### src/hw/board_pkg.sv
package board_pkg;

    ////////////////////////////////////////
    // Board geometry and serial timing
    ////////////////////////////////////////

    // 9x9 cells, 2 bits each
    localparam int BOARD_CELLS = 81;
    localparam int BOARD_BITS = 162;
    // Start bit, 162 data bits, stop bit
    localparam int FRAME_BITS = 164;
    // Clocks per serial bit
    localparam int BIT_CYCLES = 8;
    // Stable cycles before the button level is taken
    localparam int DEBOUNCE_CYCLES = 16;

    // Scalar types
    typedef logic [1:0] cell_t;
    typedef logic [BOARD_BITS-1:0] board_t;
    typedef logic [6:0] cell_index_t;
    typedef logic [15:0] wb_data_t;
    typedef logic [7:0] wb_addr_t;

    // Cell codes
    localparam cell_t CELL_EMPTY = 2'd0;
    localparam cell_t CELL_X = 2'd1;
    localparam cell_t CELL_O = 2'd2;

    // Special bus addresses
    localparam wb_addr_t ADR_CLEAR = 8'hFE;
    localparam wb_addr_t ADR_STATUS = 8'hFF;

    ////////////////////////////////////////
    // Wishbone classic request and response
    ////////////////////////////////////////

    // Host side
    typedef struct packed {
        logic     cyc;
        logic     stb;
        logic     we;
        wb_addr_t adr;
        wb_data_t dat_w;
    } wb_req_t;

    // Slave side
    typedef struct packed {
        logic     ack;
        wb_data_t dat_r;
    } wb_rsp_t;

    // Game controller states
    typedef enum logic [2:0] {
        ST_IDLE,
        ST_CHECK,
        ST_PLACE,
        ST_LOAD,
        ST_CLEAR,
        ST_ACK
    } game_state_t;

endpackage

### src/hw/bit_timer.sv
`timescale 1ns/1ps

module bit_timer (
    input  logic       clock_in,
    input  logic       reset_in,
    input  logic       start,
    output logic       active,
    output logic       mid,
    output logic       bit_end,
    output logic [7:0] bit_index
);

    // Position inside the current bit period
    logic [$clog2(board_pkg::BIT_CYCLES)-1:0] cycle_cnt;

    // Strobes only while a frame runs
    assign mid = active && (cycle_cnt == board_pkg::BIT_CYCLES / 2 - 1);
    assign bit_end = active && (cycle_cnt == board_pkg::BIT_CYCLES - 1);

    always_ff @(posedge clock_in) begin
        if (reset_in) begin
            active <= 1'b0;
            cycle_cnt <= '0;
            bit_index <= '0;
        end else if (start) begin
            // Restart from bit 0
            active <= 1'b1;
            cycle_cnt <= '0;
            bit_index <= '0;
        end else if (active) begin
            cycle_cnt <= cycle_cnt + 1'b1;
            if (bit_end) begin
                cycle_cnt <= '0;
                // Last bit of the frame done
                if (bit_index == 8'(board_pkg::FRAME_BITS - 1)) begin
                    active <= 1'b0;
                end else begin
                    bit_index <= bit_index + 8'd1;
                end
            end
        end
    end

endmodule

### src/hw/board_link_rx.sv
`timescale 1ns/1ps

module board_link_rx (
    input  logic              clock_in,
    input  logic              reset_in,
    input  logic              line,
    output logic              rx_valid,
    output board_pkg::board_t rx_board
);

    // Two-flop synchronizer plus edge history
    logic sync1;
    logic sync2;
    logic line_prev;

    // Frame in progress
    logic receiving;
    logic start_edge;

    logic       timer_mid;
    logic [7:0] bit_index;

    // Incoming data bits, filled from the top
    board_pkg::board_t rx_shift;

    // Falling edge while idle marks a start bit
    assign start_edge = !receiving && line_prev && !sync2;

    bit_timer rx_timer (
        .clock_in  (clock_in),
        .reset_in  (reset_in),
        .start     (start_edge),
        .active    (),
        .mid       (timer_mid),
        .bit_end   (),
        .bit_index (bit_index)
    );

    ////////////////////////////////////////
    // Control path
    ////////////////////////////////////////

    always_ff @(posedge clock_in) begin
        if (reset_in) begin
            sync1 <= 1'b1;
            sync2 <= 1'b1;
            line_prev <= 1'b1;
            receiving <= 1'b0;
            rx_valid <= 1'b0;
        end else begin
            sync1 <= line;
            sync2 <= sync1;
            line_prev <= sync2;
            rx_valid <= 1'b0;
            if (start_edge) begin
                receiving <= 1'b1;
            end else if (receiving && timer_mid) begin
                // Glitch, start bit not held low
                if (bit_index == 8'd0 && sync2) begin
                    receiving <= 1'b0;
                end
                // Stop bit ends the frame early so the next edge is seen
                if (bit_index == 8'(board_pkg::FRAME_BITS - 1)) begin
                    receiving <= 1'b0;
                    rx_valid <= sync2;
                end
            end
        end
    end

    ////////////////////////////////////////
    // Data path
    ////////////////////////////////////////

    always_ff @(posedge clock_in) begin
        if (receiving && timer_mid) begin
            if (bit_index != 8'd0 && bit_index != 8'(board_pkg::FRAME_BITS - 1)) begin
                rx_shift <= {sync2, rx_shift[board_pkg::BOARD_BITS-1:1]};
            end
            // Hold the board for the controller
            if (bit_index == 8'(board_pkg::FRAME_BITS - 1) && sync2) begin
                rx_board <= rx_shift;
            end
        end
    end

endmodule

### src/hw/board_link_tx.sv
`timescale 1ns/1ps

module board_link_tx (
    input  logic              clock_in,
    input  logic              reset_in,
    input  logic              send,
    input  board_pkg::board_t board,
    output logic              line,
    output logic              busy
);

    ////////////////////////////////////////
    // Frame timing
    ////////////////////////////////////////

    logic       timer_start;
    logic       timer_active;
    logic [7:0] bit_index;

    // Snapshot of the board for the running frame
    board_pkg::board_t tx_data;

    // Requests during a frame are dropped
    assign timer_start = send && !timer_active;
    assign busy = timer_active;

    bit_timer tx_timer (
        .clock_in  (clock_in),
        .reset_in  (reset_in),
        .start     (timer_start),
        .active    (timer_active),
        .mid       (),
        .bit_end   (),
        .bit_index (bit_index)
    );

    // Latch the board with the start request
    always_ff @(posedge clock_in) begin
        if (timer_start) begin
            tx_data <= board;
        end
    end

    ////////////////////////////////////////
    // Line value by bit position
    ////////////////////////////////////////

    always_comb begin
        if (!timer_active) begin
            // Idle line is high
            line = 1'b1;
        end else if (bit_index == 8'd0) begin
            line = 1'b0;
        end else if (bit_index == 8'(board_pkg::FRAME_BITS - 1)) begin
            line = 1'b1;
        end else begin
            // Data bits go out low bit first
            line = tx_data[bit_index - 8'd1];
        end
    end

endmodule

### src/hw/board_top.sv
`timescale 1ns/1ps

module board_top (
    input  logic               clock_in,
    input  logic               reset_in,
    input  board_pkg::wb_req_t wb_req,
    output board_pkg::wb_rsp_t wb_rsp,
    input  logic               button,
    input  logic               follow,
    input  logic               link_rx,
    output logic               link_tx
);

    // Press pulse from the button filter
    logic btn_rise;

    // Live board from the controller
    board_pkg::board_t board;

    // Frame from the peer
    logic              rx_valid;
    board_pkg::board_t rx_board;

    ////////////////////////////////////////
    // Button and game controller
    ////////////////////////////////////////

    debounce btn_db (
        .clock_in (clock_in),
        .reset_in (reset_in),
        .noisy    (button),
        .clean    (),
        .rise     (btn_rise)
    );

    game_fsm game (
        .clock_in (clock_in),
        .reset_in (reset_in),
        .wb_req   (wb_req),
        .wb_rsp   (wb_rsp),
        .follow   (follow),
        .rx_valid (rx_valid),
        .rx_board (rx_board),
        .board    (board)
    );

    ////////////////////////////////////////
    // Serial link
    ////////////////////////////////////////

    // Snapshot goes out on each press
    board_link_tx link_out (
        .clock_in (clock_in),
        .reset_in (reset_in),
        .send     (btn_rise),
        .board    (board),
        .line     (link_tx),
        .busy     ()
    );

    board_link_rx link_in (
        .clock_in (clock_in),
        .reset_in (reset_in),
        .line     (link_rx),
        .rx_valid (rx_valid),
        .rx_board (rx_board)
    );

endmodule

### src/hw/debounce.sv
`timescale 1ns/1ps

module debounce (
    input  logic clock_in,
    input  logic reset_in,
    input  logic noisy,
    output logic clean,
    output logic rise
);

    // Last raw sample of the button
    logic sample;
    // Cycles the sample has stayed the same
    logic [$clog2(board_pkg::DEBOUNCE_CYCLES+1)-1:0] stable_cnt;
    // Clean level one cycle ago
    logic clean_prev;

    always_ff @(posedge clock_in) begin
        if (reset_in) begin
            sample <= 1'b0;
            stable_cnt <= '0;
            clean <= 1'b0;
            clean_prev <= 1'b0;
        end else begin
            clean_prev <= clean;
            // Any change restarts the stability window
            if (noisy != sample) begin
                sample <= noisy;
                stable_cnt <= '0;
            end else if (stable_cnt == board_pkg::DEBOUNCE_CYCLES) begin
                clean <= sample;
            end else begin
                stable_cnt <= stable_cnt + 1'b1;
            end
        end
    end

    // One pulse per press
    assign rise = clean && !clean_prev;

endmodule

### src/hw/game_fsm.sv
`timescale 1ns/1ps

module game_fsm (
    input  logic                 clock_in,
    input  logic                 reset_in,
    input  board_pkg::wb_req_t   wb_req,
    output board_pkg::wb_rsp_t   wb_rsp,
    input  logic                 follow,
    input  logic                 rx_valid,
    input  board_pkg::board_t    rx_board,
    output board_pkg::board_t    board
);

    board_pkg::game_state_t state;

    // Current player, 0 means X to move
    logic       player;
    // Saturating count of rejected writes
    logic [7:0] illegal_cnt;
    // Received frame waiting to be served
    logic       rx_pend;

    // Latched request
    board_pkg::wb_addr_t req_adr;
    logic                req_we;
    board_pkg::wb_data_t rdata;

    board_pkg::cell_index_t req_idx;
    board_pkg::cell_t       req_cell;
    logic                   req_in_board;
    logic                   bus_start;

    assign bus_start = wb_req.cyc && wb_req.stb;
    assign req_idx = board_pkg::cell_index_t'(req_adr[6:0]);
    assign req_in_board = req_adr < board_pkg::wb_addr_t'(board_pkg::BOARD_CELLS);
    assign req_cell = board[2*req_idx +: 2];

    // Ack straight from the state, one cycle long
    always_comb begin
        wb_rsp.ack = (state == board_pkg::ST_ACK);
        wb_rsp.dat_r = rdata;
    end

    ////////////////////////////////////////
    // Controller
    ////////////////////////////////////////

    always_ff @(posedge clock_in) begin
        if (reset_in) begin
            state <= board_pkg::ST_IDLE;
            player <= 1'b0;
            illegal_cnt <= '0;
            rx_pend <= 1'b0;
            board <= '0;
        end else begin
            case (state)
                board_pkg::ST_IDLE: begin
                    // Link load goes before the bus
                    if (rx_pend) begin
                        if (follow) begin
                            state <= board_pkg::ST_LOAD;
                        end else begin
                            rx_pend <= 1'b0;
                        end
                    end else if (bus_start) begin
                        if (wb_req.we && wb_req.adr == board_pkg::ADR_CLEAR) begin
                            state <= board_pkg::ST_CLEAR;
                        end else begin
                            state <= board_pkg::ST_CHECK;
                        end
                    end
                end
                board_pkg::ST_CHECK: begin
                    if (req_we && req_in_board && req_cell == board_pkg::CELL_EMPTY) begin
                        state <= board_pkg::ST_PLACE;
                    end else begin
                        // Bad address or occupied cell
                        if (req_we && illegal_cnt != 8'hFF) begin
                            illegal_cnt <= illegal_cnt + 8'd1;
                        end
                        state <= board_pkg::ST_ACK;
                    end
                end
                board_pkg::ST_PLACE: begin
                    board[2*req_idx +: 2] <= player ? board_pkg::CELL_O : board_pkg::CELL_X;
                    player <= !player;
                    state <= board_pkg::ST_ACK;
                end
                board_pkg::ST_LOAD: begin
                    board <= rx_board;
                    rx_pend <= 1'b0;
                    state <= board_pkg::ST_IDLE;
                end
                board_pkg::ST_CLEAR: begin
                    // Count of illegal moves survives
                    board <= '0;
                    player <= 1'b0;
                    state <= board_pkg::ST_ACK;
                end
                default: begin
                    state <= board_pkg::ST_IDLE;
                end
            endcase
            // New frame wins over a clear in the same cycle
            if (rx_valid) begin
                rx_pend <= 1'b1;
            end
        end
    end

    ////////////////////////////////////////
    // Request capture and read data
    ////////////////////////////////////////

    always_ff @(posedge clock_in) begin
        if (state == board_pkg::ST_IDLE && bus_start) begin
            req_adr <= wb_req.adr;
            req_we <= wb_req.we;
            rdata <= '0;
        end else if (state == board_pkg::ST_CHECK && !req_we) begin
            if (req_in_board) begin
                rdata <= board_pkg::wb_data_t'(req_cell);
            end else if (req_adr == board_pkg::ADR_STATUS) begin
                rdata <= {illegal_cnt, 7'd0, player};
            end
        end
    end

endmodule

### config.mk
export PLATFORM = sky130hd
export DESIGN_NAME = board_top
export DESIGN_NICKNAME = d
export VERILOG_FILES = /design/src/hw/board_pkg.sv /design/src/hw/bit_timer.sv /design/src/hw/board_link_rx.sv /design/src/hw/board_link_tx.sv /design/src/hw/board_top.sv /design/src/hw/debounce.sv /design/src/hw/game_fsm.sv
export SDC_FILE = /design/constraint.sdc
export NUM_CORES = 1
export LEC_CHECK = 0
export BUFFER_PORTS_ARGS = -buffer_cell sky130_fd_sc_hd__buf_2
export CAP_MARGIN = 20
export CELL_PAD_IN_SITES_DETAIL_PLACEMENT = 1
export CELL_PAD_IN_SITES_GLOBAL_PLACEMENT = 1
export CORE_MARGIN = 8
export CORE_UTILIZATION = 40
export DETAILED_ROUTE_END_ITERATION = 12
export GPL_ROUTABILITY_DRIVEN = 1
export PLACE_DENSITY = 0.74
export SLEW_MARGIN = 20
export SYNTH_ARGS = -nofsm -noshare
export SYNTH_HDL_FRONTEND = slang
export SYNTH_SLANG_ARGS = --single-unit
### constraint.sdc
create_clock -name clock_in -period 19.05 [get_ports clock_in]
set_input_delay 3.81 -clock clock_in [delete_from_list [all_inputs] [get_ports clock_in]]
set_output_delay 3.81 -clock clock_in [all_outputs]
set_load 0.005 [all_outputs]
==> flow_summary.ini, run 1 <==
[route]
wl_per_cell_um = 27.8
wl_mm = 87.3
dr.pass1.iters = 5
drtAntennaViolNets = 0
drcViolationCount = 0
viasPerCell = 6.12
num_vias = 19200
drtIter0Drc = 2306

[sta]
setup_ws_ns = 10.57
post-route-min-period_ns = 8.48
finalSetupViolCount = 0
tightestPinTransition_ns = 1.18
slew_headroom = 0.207
clock_skew_ns = 0.0344
fin_tns_setup_ns = 0
fin_crit_sh = 0.445
rsz0062_at_grt = no
hold_viol = 0
timing.fmax_ghz = 0.118
holdWs_ns = 0.409
slew_violations = 0

[floorplan]
fp-row-count = 99
coreArea_mm2 = 0.0727
io_pins = 50
die_x_um = 286
start_util = 0.402
dieArea_mm2 = 0.0821
die_height_um = 286

[clock_tree]
cts-buffers-inserted = 74
cts_root_buf = clkbuf_16
cts.sinks = 717
holdBufCountCts = 0
clk_pin_slew_worst_paths_ns = 0.06
ctsResizeCount = 0
htree_num_levels = 3
cts_tree = built
clk_latency_ns = 0.65
post_cts_buffers = 0
clockBufferDepth = 3

[finish]
layout_commonest_cell = edfxtp_1
layout_common_cells = edfxtp_1, nor2_1, dfxtp_1
syn_to_final_growth_pct = 12.5
final_area_mm2 = 0.0329
fin_nets = 2164
drive_gt1_frac = 0.151

[critical_path]
crit_path_end_kind = output port
arrival_ns = 4.67
cpMostUsedCell = mux4_2
critPathTopFamily = multiplexers
cp.required_ns = 15.24
startpoint_type = flip-flop
crit_type = flip-flop to output port
cp.buffers_inverters = 3
critPathMaxStageDelay_ns = 0.68
worstPathCellList = inv_1 -> ha_2 -> buf_4 -> mux4_2 -> nor2b_1 -> a211oi_1 -> a21oi_1 -> mux4_2 -> mux2i_1 -> o2111ai_1 -> buf_2
worstPathMaxFanout = 41
cpMaxStageDelayCell = dfxtp_4

[synthesis]
ys_types = 89
synth-edff-count = 495
synth_cells = 2104
yosys_warnings = 0
synth.avg_cell_area_um2 = 13.9
synth_ff_type = edfxtp_1
ys_seq_area_frac = 0.660
async_reset_ff_frac = 0
synth.cell_area_mm2 = 0.0293
ys_ff_latch = 717

[power_and_ir_drop]
p_total_mw = 3.61
worst_ir_drop_vdd_uv = 109
p_leak_nw = 10.6
power-per-cell-area_mw_per_mm2 = 110

[min_path]
hold_class = flip-flop to flip-flop

[run]
cap_violations = 0

[global_route]
antenna_found_initial = 2
grt_overflow = 0
grt_max_degree = 165
grt_usage = 0.209
grt_pass1_wl_mm = 130
grt_pass1_vias = 20100

[place]
io_buffer_count = 27
dpl.hpwl_mm = 55.8
placed_area_mm2 = 0.0304
gp_congestion = 0.883
pre_cts_slack_ns = 11.22

[outcome]
status = finished clean
synth_stat cells (23+ instances only):
library cell / number / area (µm²)
clkbuf_1: 72 / 270
mux4_2: 77 / 1730
a21oi_1: 87 / 435
a32o_1: 41 / 410
edfxtp_1: 495 / 14900
nor2_1: 279 / 1050
a22oi_1: 52 / 390
nor2b_1: 25 / 156
a32oi_1: 42 / 368
nand2_1: 78 / 293
buf_2: 23 / 115
o21ai_0: 32 / 160
inv_1: 25 / 93.8
o21ai_1: 28 / 140
dfxtp_1: 222 / 4440
nand3_1: 38 / 190
a211oi_1: 128 / 961
nor3_1: 35 / 175
mux2i_1: 76 / 761
logic make-up after synthesis:
logic type | count (synthesis) | synth area share
DFF | 717 | 0.660
and+or+nand+nor | 550 | 0.0899
AOI/OAI and AO/OA | 467 | 0.115
muxes | 171 | 0.0938
buffers and inverters | 152 | 0.0246
xor gates and xnor gates | 29 | 0.00894
adders and majority gates | 17 | 0.00727
other | 1 | 0.000128
power by group:
group	internal, mW	switching, mW
clock network	0.889	0.621
registers	1.71	0.0511
logic	0.104	0.240
worst paths after layout:
check        depth (start not counted)                            from  slack (ns)             to
max                                 11  link_out.tx_timer.bit_index[0]       10.57        link_tx
min reg2reg                          1                   link_in.sync1        0.41  link_in.sync2
min                                  1                   link_in.sync1        0.41  link_in.sync2
max reg2reg                         12                 game.req_adr[0]       13.93      flip-flop
metrics by stage:
step	utilization	std cells
after floorplan	-	2109
after global placement	0.417	2997
after detailed placement	0.418	2998
after CTS	0.453	3135
after global routing	0.453	3135
final	0.453	3136
final cells by class:
type                            instances  area (µm²)
Fill cell                            7236       39800
Timing Repair Buffer                   54         393
Clock buffer                          103        2150
Clock inverter                         34         392
Tap cell                              959        1200
Inverter                               28         105
Antenna cell                            1        2.50
Sequential cell                       717       19300
Multi-Input combinational cell       1240        9370
per-layer routing:
| layer | vias to the layer above | global-route usage | part of all wire |
|---|---|---|---|
| met5 | - | 0 | 0 |
| met4 | 0 | 0.103 | 0.049 |
| met3 | 229 | 0.0426 | 0.083 |
| met2 | 930 | 0.338 | 0.47 |
| met1 | 9815 | 0.268 | 0.40 |
| li1 | 8213 | - | - |
(Power assumes the default switching activity.)
==> inputs of run 2 (changes only) <==
Settings changed: PLACE_DENSITY 0.74 to 0.76.
Clock period 19.05 ns to 7.7 ns, I/O delays scaled along.
==> run 2 against run 1 <==
Compared with the run above:
- clock power grew 140%
- via count grew 0.96%
- power grew 150%
- critical path type unchanged
- highest routed layer is now met5
==> flow_summary.ini, run 2 (synthesis results as in run 1) <==
[place]
gp_congestion = 0.882
io_buffer_count = 27
dpl.hpwl_mm = 56.7

[global_route]
antenna_found_initial = 3
grt_pass1_vias = 20100
grt_usage = 0.209
grt_pass1_wl_mm = 131
grt_overflow = 0
grt_max_degree = 164

[critical_path]
startpoint_type = flip-flop
r2r_start = game.req_adr[0]
arrival_ns = 4.58
crit_path_end_kind = output port
worstPathCellList = inv_1 -> ha_2 -> buf_4 -> mux4_2 -> nor2b_1 -> a211oi_1 -> a21oi_1 -> mux4_2 -> mux2i_1 -> o2111ai_1 -> buf_2
worstPathMaxFanout = 24
cpMostUsedCell = mux4_2
crit_type = flip-flop to output port
rr_worst_depth = 11
critPathMaxStageDelay_ns = 0.76
rrSetupSlack_ns = 2.50
cp.required_ns = 6.16
cpMaxStageDelayCell = ha_2

[sta]
hold_viol = 0
post-route-min-period_ns = 6.12
slew_violations = 0
tightestPinTransition_ns = 1.14
fin_crit_sh = 0.795
finalSetupViolCount = 0
rsz0062_at_grt = no
fin_tns_setup_ns = 0
holdWs_ns = 0.412
timing.fmax_ghz = 0.163
slew_headroom = 0.235
clock_skew_ns = 0.0311

[clock_tree]
htree_num_levels = 3
post_cts_buffers = 0
cts-buffers-inserted = 74
clk_latency_ns = 0.63
clockBufferDepth = 3
cts.sinks = 717
cts_tree = built
ctsResizeCount = 0
cts_root_buf = clkbuf_16
clk_pin_slew_worst_paths_ns = 0.06
holdBufCountCts = 0

[finish]
layout_common_cells = edfxtp_1, nor2_1, dfxtp_1
syn_to_final_growth_pct = 12.5
fin_nets = 2170
layout_commonest_cell = edfxtp_1
drive_gt1_frac = 0.152

[power_and_ir_drop]
power-per-cell-area_mw_per_mm2 = 270
p_switching_mw = 2.24
pwr-share-comb = 0.096
worst_ir_drop_vdd_uv = 145
seqPwrFrac = 0.490
switching_share = 0.252
p_leak_nw = 10.6
clkPwrFrac = 0.414
p_int_mw = 6.66

[route]
top_layer = met5
drtAntennaViolNets = 0
viasPerCell = 6.17
wl_met3_mm = 7.72
wl_met1_mm = 34.3
drcViolationCount = 0
wl_met2_mm = 41.4
dr.pass1.iters = 6
num_vias = 19400
wl_per_cell_um = 28.1
drtIter0Drc = 2040
wl_mm = 88.2

[min_path]
whs_path_depth = 1
min_to = link_in.sync2
hold_class = flip-flop to flip-flop
hp-start = link_in.sync1

[floorplan]
die_height_um = 286
dieArea_mm2 = 0.0821
fp-row-count = 99
start_util = 0.402
coreArea_mm2 = 0.0727
io_pins = 50
die_x_um = 286

[outcome]
status = finished clean

[run]
cap_violations = 0
-- run 2: how the worst max path moves through the flow --
stage	end	from	cells after the start
6_report	link_tx	link_out.tx_timer.bit_index[0]	11
5_1_grt	link_tx	link_out.tx_timer.bit_index[0]	11
4_1_cts	link_tx	link_out.tx_timer.bit_index[0]	11
3_5_place_dp	link_tx	link_out.tx_timer.bit_index[0]	11
3_3_place_gp	link_tx	link_out.tx_timer.bit_index[0]	11
2_1_floorplan	link_in.rx_shift[0]	link_in.rx_timer.cycle_cnt[0]	4
-- run 2: critical path: cells and delay by family (launching register included) --
kind	cells	cell delay (ns)
flops	1	0.64
mux	3	1.00
buf+inv	3	0.84
fa+ha+maj	1	0.76
simple gates	1	0.14
compound gates	3	0.55
-- run 2: power by group through the flow --
stage / clock network (mW) / registers (mW) / logic (mW)
4_1_cts: 3.73 / 4.35 / 0.833
6_report: 3.68 / 4.36 / 0.855
2_1_floorplan: 0 / 4.36 / 0.569
3_5_place_dp: 0 / 4.43 / 0.818
5_1_grt: 3.86 / 4.37 / 0.903
3_3_place_gp: 0 / 4.42 / 0.772
-- run 2: metal layers --
| metal | vias up | GRT usage |
|---|---|---|
| met4 | 2 | 0.113 |
| li1 | 8228 | - |
| met2 | 973 | 0.336 |
| met5 | - | 0 |
| met1 | 9911 | 0.265 |
| met3 | 257 | 0.0437 |
-- run 2: layout make-up --
type                       instances  area, µm²
fill                            7232      39800
inverter                          28        105
multi-input combinational       1240       9380
clock inverter                    31        368
tap                              959       1200
sequential                       717      19300
timing repair buffer              60        442
antenna                            1       2.50
clock buffer                     105       2100
-- run 2: through the flow --
stage	std cells	cell area (µm²)	total power [mW]	util	setup WS [ns]
floorplan	2109	29300	4.93	-	1.99
global placement	3002	30400	5.19	0.418	2.20
detailed placement	3002	30400	5.25	0.418	2.14
CTS	3138	32900	8.91	0.452	1.47
global route	3140	32900	9.13	0.453	1.32
finish	3141	32900	8.89	0.453	1.58
